===== config.mk =====
export PLATFORM = sky130hd
export DESIGN_NAME = core_top
export DESIGN_NICKNAME = d
export VERILOG_FILES = /design/src/source/core_pkg.sv /design/src/source/core_top.sv /design/src/source/exec_unit.sv /design/src/source/fetch_queue.sv /design/src/source/fetch_unit.sv
export VERILOG_INCLUDE_DIRS = /design/src /design/src/source
export SDC_FILE = /design/constraint.sdc
export NUM_CORES = 1
export LEC_CHECK = 0
export ABC_AREA = 1
export BUFFER_PORTS_ARGS = -buffer_cell sky130_fd_sc_hd__buf_2
export CORE_MARGIN = 4
export CORE_UTILIZATION = 54
export DETAILED_ROUTE_END_ITERATION = 8
export GPL_TIMING_DRIVEN = 0
export PLACE_DENSITY = 0.78
export SLEW_MARGIN = 15
export SYNTH_ARGS = -nofsm -noshare
export SYNTH_HDL_FRONTEND = slang
export SYNTH_SLANG_ARGS = --single-unit

===== constraint.sdc =====
create_clock -name clk_i -period 2.71 [get_ports clk_i]
set_input_delay 0.542 -clock clk_i [delete_from_list [all_inputs] [get_ports clk_i]]
set_output_delay 0.542 -clock clk_i [all_outputs]
set_load 0.03 [all_outputs]

===== src/source/core_config.svh =====
/*
 * Build constants for the accumulator core
 *  - Program counter, instruction and accumulator widths
 *  - Fetch queue depth
 *  - First fetch address after reset
 */
`ifndef CORE_CONFIG_SVH
`define CORE_CONFIG_SVH

// Word address, not byte address
`define CORE_PC_WIDTH     12
`define CORE_INSTR_WIDTH  16
`define CORE_DATA_WIDTH   16

// Must be a power of two
`define CORE_QUEUE_DEPTH  4
`define CORE_RESET_PC     0

`endif


===== src/source/core_pkg.sv =====
/*
 * Shared types for the accumulator core
 *  - Vector types for PC, instruction word and accumulator
 *  - Opcode encoding and fetch FSM states
 */
`default_nettype none
`include "core_config.svh"

package core_pkg;

   typedef logic [`CORE_PC_WIDTH-1:0]    pc_t;     // Instruction word address
   typedef logic [`CORE_INSTR_WIDTH-1:0] instr_t;  // Opcode in the top nibble
   typedef logic [`CORE_DATA_WIDTH-1:0]  data_t;

   localparam int OPCODE_W  = 4;
   localparam int OPERAND_W = `CORE_INSTR_WIDTH - OPCODE_W;

   // Codes not listed here execute as NOP
   typedef enum logic [OPCODE_W-1:0] {
      NOP  = 4'd0,
      ADDI = 4'd1,
      SUBI = 4'd2,
      JMP  = 4'd3,
      JZ   = 4'd4,
      OUT  = 4'd5
   } opcode_e;

   typedef enum logic [1:0] {IDLE, BUSY, HOLD} fetch_state_e;

endpackage : core_pkg

`default_nettype wire


===== src/source/core_top.sv =====
/*
 * Accumulator core top level
 *  - Fetch unit on the Wishbone instruction port
 *  - Fetch queue between front end and back end
 *  - Execute unit with commit trace and value port
 */
`default_nettype none

module core_top (
   input  logic             clk_i,
   input  logic             rst_i,
   output logic             wb_cyc_o,
   output logic             wb_stb_o,
   output core_pkg::pc_t    wb_adr_o,
   input  core_pkg::instr_t wb_dat_i,
   input  logic             wb_ack_i,
   output logic             commit_v_o,
   output core_pkg::pc_t    commit_pc_o,
   output logic             out_v_o,
   output core_pkg::data_t  out_data_o,
   input  logic             out_ready_i
);
   import core_pkg::*;

   logic   push_v, push_ready;
   pc_t    push_pc;
   instr_t push_instr;
   logic   head_v, pop;
   pc_t    head_pc;
   instr_t head_instr;
   logic   redirect_v;   // Also clears the queue
   pc_t    redirect_pc;

   fetch_unit fe (
      .clk_i, .rst_i,
      .wb_cyc_o, .wb_stb_o, .wb_adr_o, .wb_dat_i, .wb_ack_i,
      .push_v_o(push_v), .push_pc_o(push_pc), .push_instr_o(push_instr),
      .push_ready_i(push_ready),
      .redirect_v_i(redirect_v), .redirect_pc_i(redirect_pc)
   );

   fetch_queue fe_queue (
      .clk_i, .rst_i, .clr_i(redirect_v),
      .push_v_i(push_v), .push_pc_i(push_pc), .push_instr_i(push_instr),
      .push_ready_o(push_ready),
      .head_v_o(head_v), .head_pc_o(head_pc), .head_instr_o(head_instr),
      .pop_i(pop)
   );

   exec_unit be (
      .clk_i, .rst_i,
      .head_v_i(head_v), .head_pc_i(head_pc), .head_instr_i(head_instr), .pop_o(pop),
      .redirect_v_o(redirect_v), .redirect_pc_o(redirect_pc),
      .commit_v_o, .commit_pc_o,
      .out_v_o, .out_data_o, .out_ready_i
   );

endmodule : core_top

`default_nettype wire


===== src/source/exec_unit.sv =====
/*
 * Execute unit
 *  - Decode and execute of the queue head, accumulator
 *  - Jump redirect to the front end
 *  - Commit trace and valid/ready value port
 */
`default_nettype none

module exec_unit (
   input  logic             clk_i,
   input  logic             rst_i,
   input  logic             head_v_i,
   input  core_pkg::pc_t    head_pc_i,
   input  core_pkg::instr_t head_instr_i,
   output logic             pop_o,
   output logic             redirect_v_o,
   output core_pkg::pc_t    redirect_pc_o,
   output logic             commit_v_o,
   output core_pkg::pc_t    commit_pc_o,
   output logic             out_v_o,
   output core_pkg::data_t  out_data_o,
   input  logic             out_ready_i
);
   import core_pkg::*;

   opcode_e              opcode;
   logic [OPERAND_W-1:0] operand;
   data_t                acc_q, acc_d;
   logic                 taken;
   logic                 is_out;
   logic                 port_free;

   always_comb begin
      opcode  = opcode_e'(head_instr_i[$bits(instr_t)-1 -: OPCODE_W]);
      operand = head_instr_i[OPERAND_W-1:0];
      acc_d   = acc_q;
      taken   = 1'b0;
      is_out  = 1'b0;
      case (opcode)
         ADDI: acc_d = acc_q + data_t'(operand);   // Wraps
         SUBI: acc_d = acc_q - data_t'(operand);
         JMP:  taken = 1'b1;
         JZ:   taken = (acc_q == '0);              // Value before this instruction
         OUT:  is_out = 1'b1;
         default: ;
      endcase
   end

   // Value port can take a new word this cycle
   assign port_free = !out_v_o || out_ready_i;

   // Nothing pops in the cycle the redirect goes out
   assign pop_o = head_v_i && !redirect_v_o && (!is_out || port_free);

   always_ff @(posedge clk_i) begin
      if (rst_i) begin
         acc_q        <= '0;
         commit_v_o   <= 1'b0;
         redirect_v_o <= 1'b0;
         out_v_o      <= 1'b0;
      end else begin
         commit_v_o   <= pop_o;
         redirect_v_o <= pop_o && taken;
         if (pop_o)
            acc_q <= acc_d;
         if (pop_o && is_out)
            out_v_o <= 1'b1;
         else if (out_ready_i)
            out_v_o <= 1'b0;
      end
   end

   always_ff @(posedge clk_i) begin
      if (pop_o) begin
         commit_pc_o   <= head_pc_i;
         redirect_pc_o <= pc_t'(operand);
      end
      if (pop_o && is_out)
         out_data_o <= acc_q;
   end

   a_out_hold: assert property (@(posedge clk_i) disable iff (rst_i)
      out_v_o && !out_ready_i |=> out_v_o && $stable(out_data_o));

endmodule : exec_unit

`default_nettype wire


===== src/source/fetch_queue.sv =====
/*
 * Fetch queue
 *  - Circular buffer of PC and instruction pairs
 *  - Synchronous clear that wins over a push
 */
`default_nettype none
`include "core_config.svh"

module fetch_queue #(
   parameter int DEPTH = `CORE_QUEUE_DEPTH
) (
   input  logic             clk_i,
   input  logic             rst_i,
   input  logic             clr_i,
   input  logic             push_v_i,
   input  core_pkg::pc_t    push_pc_i,
   input  core_pkg::instr_t push_instr_i,
   output logic             push_ready_o,
   output logic             head_v_o,
   output core_pkg::pc_t    head_pc_o,
   output core_pkg::instr_t head_instr_o,
   input  logic             pop_i
);
   import core_pkg::*;

   localparam int PTR_W = $clog2(DEPTH);

   pc_t              pc_mem    [DEPTH];
   instr_t           instr_mem [DEPTH];
   logic [PTR_W-1:0] rd_ptr_q, wr_ptr_q;
   logic [PTR_W:0]   count_q;
   logic             do_push;

   assign push_ready_o = (count_q != (PTR_W+1)'(DEPTH));
   assign head_v_o     = (count_q != '0);
   assign head_pc_o    = pc_mem[rd_ptr_q];
   assign head_instr_o = instr_mem[rd_ptr_q];
   assign do_push      = push_v_i && push_ready_o;

   always_ff @(posedge clk_i) begin
      if (rst_i || clr_i) begin
         rd_ptr_q <= '0;
         wr_ptr_q <= '0;
         count_q  <= '0;
      end else begin
         if (do_push)
            wr_ptr_q <= wr_ptr_q + 1'b1;   // Wraps at DEPTH
         if (pop_i)
            rd_ptr_q <= rd_ptr_q + 1'b1;
         case ({do_push, pop_i})
            2'b10:   count_q <= count_q + 1'b1;
            2'b01:   count_q <= count_q - 1'b1;
            default: count_q <= count_q;
         endcase
      end
   end

   always_ff @(posedge clk_i) begin
      if (do_push) begin
         pc_mem[wr_ptr_q]    <= push_pc_i;
         instr_mem[wr_ptr_q] <= push_instr_i;
      end
   end

   a_no_underflow: assert property (@(posedge clk_i) disable iff (rst_i)
      pop_i |-> head_v_o);

   // When full the write slot is the head entry
   a_no_overflow: assert property (@(posedge clk_i) disable iff (rst_i)
      push_v_i && !push_ready_o && !pop_i && !clr_i
      |=> $stable(head_pc_o) && $stable(head_instr_o));

endmodule : fetch_queue

`default_nettype wire


===== src/source/fetch_unit.sv =====
/*
 * Instruction fetch unit
 *  - Read-only Wishbone classic master, one word per bus cycle
 *  - Sequential PC with redirect from the back end
 *  - Words fetched before a redirect are dropped
 */
`default_nettype none
`include "core_config.svh"

module fetch_unit (
   input  logic             clk_i,
   input  logic             rst_i,
   output logic             wb_cyc_o,
   output logic             wb_stb_o,
   output core_pkg::pc_t    wb_adr_o,
   input  core_pkg::instr_t wb_dat_i,
   input  logic             wb_ack_i,
   output logic             push_v_o,
   output core_pkg::pc_t    push_pc_o,
   output core_pkg::instr_t push_instr_o,
   input  logic             push_ready_i,
   input  logic             redirect_v_i,
   input  core_pkg::pc_t    redirect_pc_i
);
   import core_pkg::*;

   fetch_state_e state_q, state_d;
   pc_t          pc_q, pc_d;   // Address on the bus, or of the held word
   pc_t          target_q;     // Redirect seen while the bus was busy
   logic         stale_q;
   instr_t       hold_q;

   always_comb begin
      state_d = state_q;
      pc_d    = pc_q;
      case (state_q)
         IDLE: begin
            state_d = BUSY;
            if (redirect_v_i)
               pc_d = redirect_pc_i;
         end
         BUSY: begin
            if (wb_ack_i) begin
               if (stale_q || redirect_v_i) begin
                  // Wrong-path word, let cyc drop for one cycle
                  state_d = IDLE;
                  pc_d    = redirect_v_i ? redirect_pc_i : target_q;
               end else begin
                  state_d = HOLD;
               end
            end
         end
         HOLD: begin
            if (redirect_v_i) begin
               state_d = BUSY;
               pc_d    = redirect_pc_i;
            end else if (push_ready_i) begin
               state_d = BUSY;
               pc_d    = pc_q + pc_t'(1);
            end
         end
         default: state_d = IDLE;
      endcase
   end

   always_ff @(posedge clk_i) begin
      if (rst_i) begin
         state_q <= IDLE;
         pc_q    <= pc_t'(`CORE_RESET_PC);
         stale_q <= 1'b0;
      end else begin
         state_q <= state_d;
         pc_q    <= pc_d;
         if (state_q == BUSY && wb_ack_i)
            stale_q <= 1'b0;
         else if (state_q == BUSY && redirect_v_i)
            stale_q <= 1'b1;
      end
   end

   always_ff @(posedge clk_i) begin
      if (redirect_v_i)
         target_q <= redirect_pc_i;
      if (state_q == BUSY && wb_ack_i)
         hold_q <= wb_dat_i;
   end

   assign wb_cyc_o     = (state_q == BUSY);
   assign wb_stb_o     = (state_q == BUSY);
   assign wb_adr_o     = pc_q;
   assign push_v_o     = (state_q == HOLD);
   assign push_pc_o    = pc_q;
   assign push_instr_o = hold_q;

   // Slave sees one request per bus cycle
   a_adr_stable: assert property (@(posedge clk_i) disable iff (rst_i)
      wb_stb_o && !wb_ack_i |=> wb_stb_o && $stable(wb_adr_o));

endmodule : fetch_unit

`default_nettype wire


# Word-level counts from Yosys, hierarchy flattened
# Memories as Yosys holds them, arrays and structs flattened. A register that Yosys moved wholly into a read port is not among the register bits.
# Cells that the tools add are included.
op_classes:
  addsub: 7
  eq_ne: 14
  n_mux: 22
  reduce_logical: 25
ops:
  columns: ["op", "n"]
  rows:
  - ["12-bit two-way mux", 6]
  - ["12-bit case mux with 3 select lines", 1]
  - ["16-bit case mux with 2 select lines", 1]
  - ["16-bit by 12-bit adder with 16-bit output", 1]
  - ["16-bit logical NOT", 1]
  - ["16-bit by 12-bit subtractor with 16-bit output", 1]
  - ["12-bit by 1-bit adder with 12-bit output (second input constant)", 1]
  - ["2-bit two-way mux", 6]
  - ["4-bit by 2-bit == test with 1-bit output (second input constant)", 2]
  - ["4-bit by 3-bit == test with 1-bit output (second input constant)", 2]
  - ["1-bit logical AND", 7]
  - ["2-bit by 1-bit != test with 1-bit output (second input constant)", 3]
  - ["2-bit case mux with 3 select lines", 1]
  - ["3-bit case mux with 2 select lines", 1]
  - ["2-bit nonzero test", 3]
  - ["3-bit nonzero test", 2]
  - ["1-bit two-way mux", 5]
  - ["5-bit AND reduction", 1]
  - ["2-bit by 1-bit adder with 2-bit output (second input constant)", 2]
  - ["2-bit by 1-bit == test with 1-bit output (second input constant)", 2]
  - ["2-bit == test (second input constant)", 2]
  - ["4-bit by 1-bit == test with 1-bit output (second input constant)", 1]
  - ["1-bit logical OR", 4]
  - ["2-bit AND reduction", 2]
  - ["8 further kinds", 10]
word_totals:
  regBits: 97
  mem_bits_rw: 112
  memories: 2
  out_inout_bits: 44
  wordCells: 84
  inputBits: 20
mem_list:
  columns: ["name", "depth", "word_bits", "read_ports", "rd_ports_with_merged_regs", "wr", "line", "rtl"]
  rows:
  - ["fe_queue.instr_mem", 4, 16, 1, 1, 1, "fetch_queue.sv:29", "instr_t instr_mem [DEPTH];"]
  - ["fe_queue.pc_mem", 4, 12, 1, 1, 1, "fetch_queue.sv:28", "pc_t pc_mem [DEPTH];"]

# Depth between registers and ports, before layout
# Gate-level depths: netlist of run 1.
logic_depth:
  ltp_word: 7
  depth_mapped: 24
  depth_no_buf: 23

# Cells and area by module
# From an unflattened synthesis of run 1, not the netlist that was laid out.
hier_totals:
  cells_unflattened: 995
  area_unflattened_um2: 10229.8
modules_own_cells:
  columns: ["module", "seq_area_each_um2", "n_inst", "area_per_inst_um2", "cells_per_inst"]
  rows:
  - ["fetch_queue", 3543.4, 1, 4619.4, 334]
  - ["exec_unit", 1581.5, 1, 3281.9, 376]
  - ["fetch_unit", 1021.0, 1, 2328.5, 285]

# Worst setup path after synthesis of run 1
# OpenSTA, ideal clock, no wires.
synth_timing:
  path_type: "register to register"
  startpoint: "register (tool-made name)"
  endpoint: "register be.acc_q[15]"
  setup_ns: 0.113
  path_buffers: 1
  arrival_ns: 2.728
  setup_slack_ns: -0.131
  path_stages_with_launch: 24
  required_time_ns: 2.597
  period_less_slack_ns: 2.841
  cell_sequence: "dfxtp_1 buf_4 nand2_1 nand3_1 nand2_1 nand2_1 inv_1 nand2_1 inv_2 nor2_1 xor2_1 inv_1 ha_1 nand2_1 o21ai_0 nand2_1 nand2_1 nand2_1 nand2_1 nand3_1 nand2_1 nor2_1 nor2_1 nor2_1"
synth_lines:
  columns: ["element", "line", "rtl"]
  rows:
  - ["end signal, assigned", "exec_unit.sv:57", "acc_q <= '0;"]
  - ["end signal, assigned", "exec_unit.sv:65", "acc_q <= acc_d;"]
  - ["end, declared", "exec_unit.sv:28", "data_t acc_q, acc_d;"]

==> key figures, run 1 <==
Yosys
  • Post-synthesis adder-cell area fraction: 3.79%
  • Cells after synthesis: 928
  • Syn avg cell area: 10.4 µm²
  • Post-synthesis mux area share: 0%
  • Post-synthesis sequential area ratio: 63.7%
  • Post-synthesis simple-gate area fraction: 15.8%
  • Area of the mapped netlist: 9650 µm²
  • Syn_nets: 976
  • Xor/xnor share of the synthesized area: 2.36%
  • Warnings, synthesis: 0
  • Post-synthesis cell type count: 38
  • Largest family of logic cells by synthesized area: simple AND/OR/NAND/NOR gates
  • Synth Area in Compound Gates: 9.88%
  • Register bit total from synthesis: 223
  • Area contributors post-synth: edfxtp_1 (52%), dfxtp_1 (11%), nand2_1 (8.1%)
  • Post-synth top area cell: edfxtp_1
  • Post-synth top area share: 52.3%

Power and ir drop
  • P_sw: 6.81 mW
  • Sw Ratio: 41.0%
  • Int Pwr: 9.82 mW
  • Comb pwr share: 49.1%
  • Clock share of power: 19.9%
  • PD cells: 1340 nW/µm²
  • LEAKAGE: 4.87 nW
  • Maximum vdd drop: 0.712 mV
  • Sequential share of power: 31.1%
  • Overall power: 16.6 mW

Global routing
  • Pin count of the biggest net entering global routing: 18
  • Grt ovf: 0
  • GRT Total Usage: 21.8%
  • First-pass GRT wire length: 35,100 µm
  • Number of global-route vias before repair: 7,081
  • Initial antenna violation count: 0

Timing
  • Final Cycle Share: 115%
  • TNS Setup: -3060 ps
  • Final Setup Violations: 12
  • Post-layout min period: 3120 ps
  • FMAX: 320 MHz
  • Post-route clock skew: 9.79 ps
  • Setup ws final: -414 ps
  • Final hold slack: 212 ps
  • Final Hold Viols: 0
  • Worst slew pin tran: 741 ps
  • Slew Limit Fails: 0
  • RSZ-0062 raised after global routing: yes
  • Relative slew slack: 50.5%

Floorplanning
  • # IOs: 64
  • Row Count: 48
  • Die Area: 20,100 µm²
  • Core ar.: 17,400 µm²
  • Initial Utilization: 55.4%
  • Die Ht: 142 µm
  • Die width: 142 µm

Clock network
  • CTS tree: yes
  • Clock Path Buffers: 3
  • Worst-skew pair later-pin latency: 500 ps
  • CTS Root Cell: clkbuf_16
  • Num CTS Buffers: 23
  • H-tree levels: 1
  • Number of clock sinks: 223
  • Hold Buf Count CTS: 0
  • Clock transition at path regs: 60 ps

Routing
  • Post-route ant nets: 0
  • Drt drc: 0
  • Iter 0 DRT Violations: 687
  • WL/cell: 18.5 µm
  • Drt pass-1 iters: 6
  • DRT Wirelength: 24,400 µm
  • DR vias: 7,598
  • Via density: 5.74

Place
  • Gpl congestion: 0.971
  • Dpl cell area: 10,400 µm²
  • Post-DP HPWL: 14,200 µm
  • Port bufs: 62
  • DP Worst Slack: -654 ps

Setup path
  • Critical Path, Cell by Cell: buf_8 -> inv_8 -> buf_8 -> nand3_2 -> nand2_4 -> ha_4 -> nand3_4 -> nor2_4 -> nand2_2 -> o21ai_2 -> xor2_2 -> ha_4 -> a21oi_4 -> o21ai_2 -> a21oi_2 -> nand2_4 -> inv_1 -> nand3_1 -> nand4_1 -> nand2_1 -> nor2_1
  • Slowest-stage cell, CP: dfxtp_2
  • CP Depth: 21
  • Crit-path max cell delay: 330 ps
  • CP delay by family, top: simple AND/OR/NAND/NOR gates
  • Setup crit end kind: register
  • Worst Path Buf+Inv: 4
  • Worst EP required: 3140 ps
  • Crit path kind: register to register
  • R2R cell count: 21
  • Worst Path Max Fanout: 6
  • Capture point of the worst reg-to-reg path: be.acc_q[15]
  • End point of the critical path: be.acc_q[15]
  • CP startpoint kind: register
  • Worst Path Arrival: 3560 ps
  • Reg2Reg Setup Slack: -410 ps

Final layout
  • Share of cells above drive strength 1: 28.1%
  • FILL cells: 1,078
  • Final Cell Area: 12,400 µm²
  • Ant diodes: 0
  • Area growth, synth to finish: 28.2%
  • Nets@finish: 1,131

Run status
  • Outcome: finished, violations left
  • Failing checks: setup timing

Min path
  • Worst Hold Class: input pin to register

Run
  • MaxCap Viol Count: 0
## sequential cells by signal (all words and copies together), names as in the netlist, named ones only
| signal | flops |
|---|---|
| be.commit_pc_o | 12 |
| be.out_data_o | 16 |
| be.out_v_o | 1 |
| fe_queue.count_q | 3 |
| fe.state_q | 2 |
| be.acc_q | 16 |
| be.redirect_pc_o | 12 |
| fe.stale_q | 1 |
| fe_queue.wr_ptr_q | 2 |
| fe_queue.rd_ptr_q | 2 |
| fe_queue.instr_mem | 64 |
| be.redirect_v_o | 1 |
| fe_queue.pc_mem | 48 |
| fe.target_q | 12 |
| fe.push_instr_o | 16 |
| fe.push_pc_o | 12 |
| be.commit_v_o | 1 |
## cells by family (layout without fill, tap and decap cells)
kind of cell | count (synthesis) | in the layout
simple gates | 371 | 371
flops | 223 | 223
compound gates | 176 | 176
buf+inv | 104 | 274
fa+ha+maj | 28 | 28
xor+xnor | 26 | 26
## worst min-delay path by stage
stage / start / endpoint / slack [ps] / cells after the start
floorplan: fe.target_q[0] / fe.target_q[0] / 420 / 2
global placement: fe.target_q[1] / fe.target_q[1] / 420 / 2
detailed placement: fe.target_q[10] / fe.target_q[10] / 430 / 2
CTS: wb_dat_i[3] / fe.push_instr_o[3] / 200 / 1
global route: wb_dat_i[4] / fe.push_instr_o[4] / 190 / 1
finish: wb_dat_i[6] / fe.push_instr_o[6] / 210 / 1
## cell usage after synthesis (all sizes together)
library cell,instances
a21oi,69
xnor2,8
nor4,3
o21a,4
nand2,210
o2111ai,1
clkbuf,17
fa,2
buf,16
edfxtp,168
ha,26
dfxtp,55
o22ai,12
o21ai,76
inv,71
a211oi,3
nand3b,2
nor3,7
xor2,18
and2,2
a21boi,1
nand3,61
nand4,4
nor2,82
o211ai,3
a21o,2
o221ai,1
a31oi,2
o21bai,2
## placed cells by master, fill, tap and decap left out, types with 5 or more instances in the layout
| master | netlist | layout |
|---|---|---|
| dfxtp_1 | 55 | 53 |
| ha_1 | 26 | 20 |
| clkinvlp_4 | 0 | 5 |
| o21ai_1 | 9 | 15 |
| nor2_4 | 1 | 11 |
| buf_6 | 3 | 8 |
| inv_1 | 68 | 61 |
| o22ai_1 | 12 | 12 |
| nor2_1 | 80 | 64 |
| nand3_1 | 61 | 45 |
| bufinv_16 | 0 | 5 |
| nand3_2 | 0 | 12 |
| buf_2 | 8 | 65 |
| a21oi_1 | 69 | 56 |
| a21oi_2 | 0 | 10 |
| clkbuf_16 | 0 | 23 |
| o21ai_0 | 67 | 57 |
| nand2_4 | 0 | 14 |
| edfxtp_1 | 168 | 168 |
| nand2_2 | 1 | 32 |
| xnor2_1 | 8 | 5 |
| buf_4 | 3 | 59 |
| xor2_1 | 18 | 16 |
| nor3_1 | 7 | 5 |
| nor2_2 | 1 | 7 |
| clkbuf_1 | 17 | 18 |
| nand2_1 | 209 | 164 |
## power by group through the flow
| stage | combinational [mW] | clock, mW | sequential (mW) |
|---|---|---|---|
| finish | 8.17 | 3.30 | 5.16 |
| global route | 8.71 | 3.48 | 5.24 |
| floorplan | 3.56 | 0 | 5.49 |
| detailed placement | 5.37 | 0 | 5.20 |
| global placement | 5.21 | 0 | 5.18 |
| CTS | 6.53 | 3.32 | 5.14 |
## what timing repair did
| action | in CTS | in global routing |
|---|---|---|
| gates cloned | 1 | 0 |
| gates resized for setup | 83 | 99 |
| pin swaps | 38 | 48 |
| setup buffers | 36 | 27 |
| hold endpoints to repair | 0 | 0 |
| endpoints found under the setup margin | 33 | 71 |
## cell type report
type	count	area (µm²)	share of cell area [%]
inverter	71	294	2.38
timing repair inverter	1	7.51	0.0607
tap	225	282	2.28
clock inverter	16	209	1.69
sequential	223	6150	49.7
buffer	33	218	1.76
timing repair buffer	129	942	7.62
clock buffer	24	579	4.68
multi-input combinational	601	3680	29.8
## per-stage QoR
stage	util [%]	instances
2_1_floorplan	-	928
3_3_place_gp	58.9	1215
3_5_place_dp	59.7	1219
4_1_cts	67.5	1296
5_1_grt	71.0	1323
6_report	71.0	1323
## metal layers
| layer | vias to the layer above | global-route usage (%) | wire (µm) | part of all wire, % |
|---|---|---|---|---|
| met5 | - | 0 | 0 | 0 |
| met4 | 0 | 9.65 | 1080 | 4.4 |
| met3 | 114 | 3.07 | 1730 | 7.1 |
| met2 | 432 | 38.3 | 12400 | 51 |
| met1 | 3546 | 26.8 | 9190 | 38 |
| li1 | 3506 | - | - | - |
Note: power is estimated with default switching activity, not from simulation.
==> inputs of run 2 (changes only) <==
--- a/config.mk
+++ b/config.mk
@@ -6,7 +6,6 @@
 export SDC_FILE = /design/constraint.sdc
 export NUM_CORES = 1
 export LEC_CHECK = 0
-export ABC_AREA = 1
 export BUFFER_PORTS_ARGS = -buffer_cell sky130_fd_sc_hd__buf_2
 export CORE_MARGIN = 4
 export CORE_UTILIZATION = 54
@@ -17,3 +16,4 @@
 export SYNTH_ARGS = -nofsm -noshare
 export SYNTH_HDL_FRONTEND = slang
 export SYNTH_SLANG_ARGS = --single-unit
+export TNS_END_PERCENT = 5
==> constraint.sdc (replaced) <==
create_clock -name clk_i -period 2.71 [get_ports clk_i]
set_input_delay 0.542 -clock clk_i [delete_from_list [all_inputs] [get_ports clk_i]]
set_output_delay 0.542 -clock clk_i [all_outputs]
set_load 0.02 [all_outputs]
==> run 2 against run 1 <==
The flow still finishes with violations (setup timing). Die area is 1.8% lower. Sequential power shrank 4%. Synthesized area down 1.9%. Critical path depth is 6 lower. Routed wire length fell by 16%. Global-route usage shrank 1.3 points. Flip-flop and latch count stayed put. Non-clock buffer count down 44. Largest cell class unchanged. Largest power group is now registers. Highest routed layer is now met5.
==> key figures, run 2 <==
Final layout
  • Commonest non-fill, non-tap cell in the layout: edfxtp_1
  • Top flop regs: fe_queue.instr_mem: 64 flops, fe_queue.pc_mem: 48 flops
  • Max reg flops: 64 (unchanged)
  • Nets@finish: 843 (-25%)
  • Share of cells above drive strength 1: 25.3% (-2.8 points)
  • Highest-count cells in the layout ignoring fill and taps: edfxtp_1 (168), buf_2 (64), nand2_1 (53), dfxtp_1 (53), nor2_1 (46)
  • Most flops, register: fe_queue.instr_mem
  • Area growth, synth to finish: 19.5%
  • Ant diodes: 0 (unchanged)

Power and ir drop
  • Clock share of power: 26.9% (+7.0 points)
  • Int Pwr: 8.57 mW (-13%)
  • P_sw: 4.33 mW (-36%)
  • LEAKAGE: 4.19 nW (-14%)
  • Sequential share of power: 38.5% (+7.4 points)
  • Comb pwr share: 34.6% (-14 points)
  • Maximum vdd drop: 0.583 mV (-18%)
  • PD cells: 1140 nW/µm² (-15%)
  • Sw Ratio: 33.6% (-7.4 points)
  • Overall power: 12.9 mW (-22%)

Yosys
  • Top cells by count, synth: edfxtp_1 (168), dfxtp_1 (55), nand2_1 (55), nor2_1 (49), a21oi_1 (36)
  • Syn_nets: 731 (-25%)
  • Syn avg cell area: 13.9 µm² (+33%)
  • Post-synthesis cell type count: 60 (+58%)
  • Area of the mapped netlist: 9470 µm² (-1.9%)
  • Post-synthesis sequential area ratio: 64.9% (+1.2 points)
  • Post-synth top area cell: edfxtp_1
  • Post-synth top area share: 53.3% (+1.0 points)
  • Top FF cell, synth: edfxtp_1
  • EDFF count, synth: 168 (unchanged)
  • Cells after synthesis: 683 (-26%)
  • Most numerous cell in the Yosys netlist: edfxtp_1
  • Area contributors post-synth: edfxtp_1 (53%), dfxtp_1 (12%), mux4_2 (3.8%)
  • Register bit total from synthesis: 223 (unchanged)
  • Asr flop ratio synth: 0% (unchanged)
  • Warnings, synthesis: 0 (unchanged)

Clock network
  • Clock transition at path regs: 60 ps (about the same)
  • Num CTS Buffers: 22 (-4.3%)
  • H-tree levels: 1 (unchanged)
  • CTS Root Cell: clkbuf_16
  • Clock Path Buffers: 3 (unchanged)
  • CTS tree: yes
  • Worst-skew pair later-pin latency: 510 ps (about the same)
  • Number of clock sinks: 223 (unchanged)

Floorplanning
  • Die width: 140 µm (-0.89%)
  • Core ar.: 17,200 µm² (-1.0%)
  • Die Area: 19,700 µm² (-1.8%)
  • Die Ht: 140 µm (-0.89%)
  • Row Count: 48 (unchanged)
  • Initial Utilization: 54.9% (-0.47 points)
  • # IOs: 64 (unchanged)

Place
  • Post-DP HPWL: 13,400 µm (-5.4%)
  • Port bufs: 63 (+1.6%)
  • Gpl congestion: 0.928 (-4.4%)
  • DP Worst Slack: -1310 ps (-656 ps)

Global routing
  • Initial antenna violation count: 1 (+1)
  • Grt ovf: 0 (unchanged)
  • GRT Total Usage: 20.5% (-1.3 points)
  • First-pass GRT wire length: 32,100 µm (-8.6%)
  • Pin count of the biggest net entering global routing: 29 (+11)
  • Number of global-route vias before repair: 6,032 (-15%)

Setup path
  • Worst Path Arrival: 4120 ps (+560 ps)
  • Worst Path Max Fanout: 8 (+2)
  • Worst EP required: 3100 ps (-40 ps)
  • CP startpoint kind: register
  • Crit path kind: register to register
  • Reg2Reg Setup Slack: -1020 ps (-600 ps)
  • Setup crit end kind: register

Timing
  • RSZ-0062 raised after global routing: yes
  • Final Hold Viols: 0 (unchanged)
  • FMAX: 268 MHz (-16%)
  • Relative slew slack: 36.5% (-14 points)
  • Final Setup Violations: 64 (+52)
  • Worst slew pin tran: 952 ps (+211 ps)
  • Post-route clock skew: 23.5 ps (+13.7 ps)
  • Final Cycle Share: 138% (+22 points)
  • Setup ws final: -1020 ps (-604 ps)
  • Post-layout min period: 3730 ps (+604 ps)
  • Slew Limit Fails: 0 (unchanged)
  • Final hold slack: 202 ps (-10.3 ps)

Routing
  • Via density: 5.80 (+1.1%)
  • WL/cell: 19.9 µm (+7.7%)
  • Post-route ant nets: 0 (unchanged)
  • DR vias: 6,013 (-21%)
  • Drt pass-1 iters: 5 (-1)
  • Iter 0 DRT Violations: 464 (-32%)
  • Drt drc: 0 (unchanged)
  • DRT Wirelength: 20,600 µm (-16%)

Min path
  • Worst Hold Class: input pin to register
  • Min-delay src: wb_dat_i[3]

Run status
  • Outcome: finished, violations left
  • Failing checks: setup timing

Run
  • MaxCap Viol Count: 0 (unchanged)
-- run 2: cell count changes in the layout (fill, tap and decap cells not counted), moves of 12 or more --
cell	change
mux4_2	+23
buf_4	-37
nand2_1	-111
o21ai_0	-33
nor2_1	-18
o22ai_1	-12
nand2_2	-31
nand3_2	-12
nand3_1	-37
inv_1	-33
a21oi_1	-24
nand2_4	-13
xnor2_1	+12
-- run 2: power groups by stage --
stage	clock (mW)	sequential, mW	combinational, mW
3_5_place_dp	0	5.01	3.74
6_report	3.47	4.96	4.46
5_1_grt	3.69	5.04	4.79
2_1_floorplan	0	5.12	2.49
4_1_cts	3.52	4.97	4.16
3_3_place_gp	0	4.97	3.58
-- run 2: layer usage --
metal | share of wire (%) | global-route usage (%) | vias to the layer above
li1 | - | - | 2797
met5 | 0.063 | 0 | -
met1 | 41 | 26.5 | 2897
met4 | 3.6 | 9.03 | 2
met2 | 49 | 34.0 | 256
met3 | 6.5 | 3.82 | 61
-- run 2: what timing repair did --
| action | CTS | global route |
|---|---|---|
| cloned | 1 | 1 |
| endpoints found under the setup margin | 63 | 80 |
| buffers inserted | 11 | 14 |
| hold buffers | 0 | 0 |
| pin swaps | 12 | 13 |
| resized for setup | 45 | 19 |
-- run 2: worst paths after layout --
| kind | endpoint | cells after the start |
|---|---|---|
| max | be.acc_q[15] | 15 |
| min | fe.push_instr_o[3] | 1 |
| max reg2reg | be.acc_q[15] | 15 |
| min reg2reg | fe.target_q[11] | 2 |
-- run 2: layout make-up --
class                           instances  area [µm²]
Multi-Input combinational cell        398        3200
Clock buffer                           25         582
Buffer                                 29         158
Fill cell                            1177        5920
Inverter                               31         120
Tap cell                              225         282
Clock inverter                         15         262
Timing Repair inverter                  1        7.51
Timing Repair Buffer                   89         552
Sequential cell                       223        6150
-- run 2: stage by stage --
step / setup TNS, ps / utilization [%] / instance area (µm²) / instances
after floorplan: -10020 / - / 9460 / 683
after global routing: -26560 / 65.6 / 11300 / 1036
after global placement: -41680 / 58.3 / 10100 / 971
final: -20430 / 65.6 / 11300 / 1036
after detailed placement: -44010 / 58.4 / 10100 / 971
after CTS: -22610 / 64.5 / 11100 / 1022
-- run 2: logic make-up after synthesis --
family	Yosys count	synth area share, %
adders and majority gates	28	3.86
muxes	33	7.76
buffers and inverters	62	2.76
xor gates and xnor gates	32	2.96
DFF	223	64.9
and+or+nand+nor	182	9.39
AOI/OAI and AO/OA	123	8.34
-- run 2: worst max-delay path: stages (launching register included) --
cell and delay, ps:
dfxtp_2 340, buf_12 140, buf_12 120, mux4_2 570, nor3_4 240, nand3b_1 130
or2_4 270, o41ai_4 210, xor2_1 230, ha_2 350, nand3_1 80, o21ai_1 70
a221oi_2 290, nand4_1 140, nand2_1 120, mux2_4 300
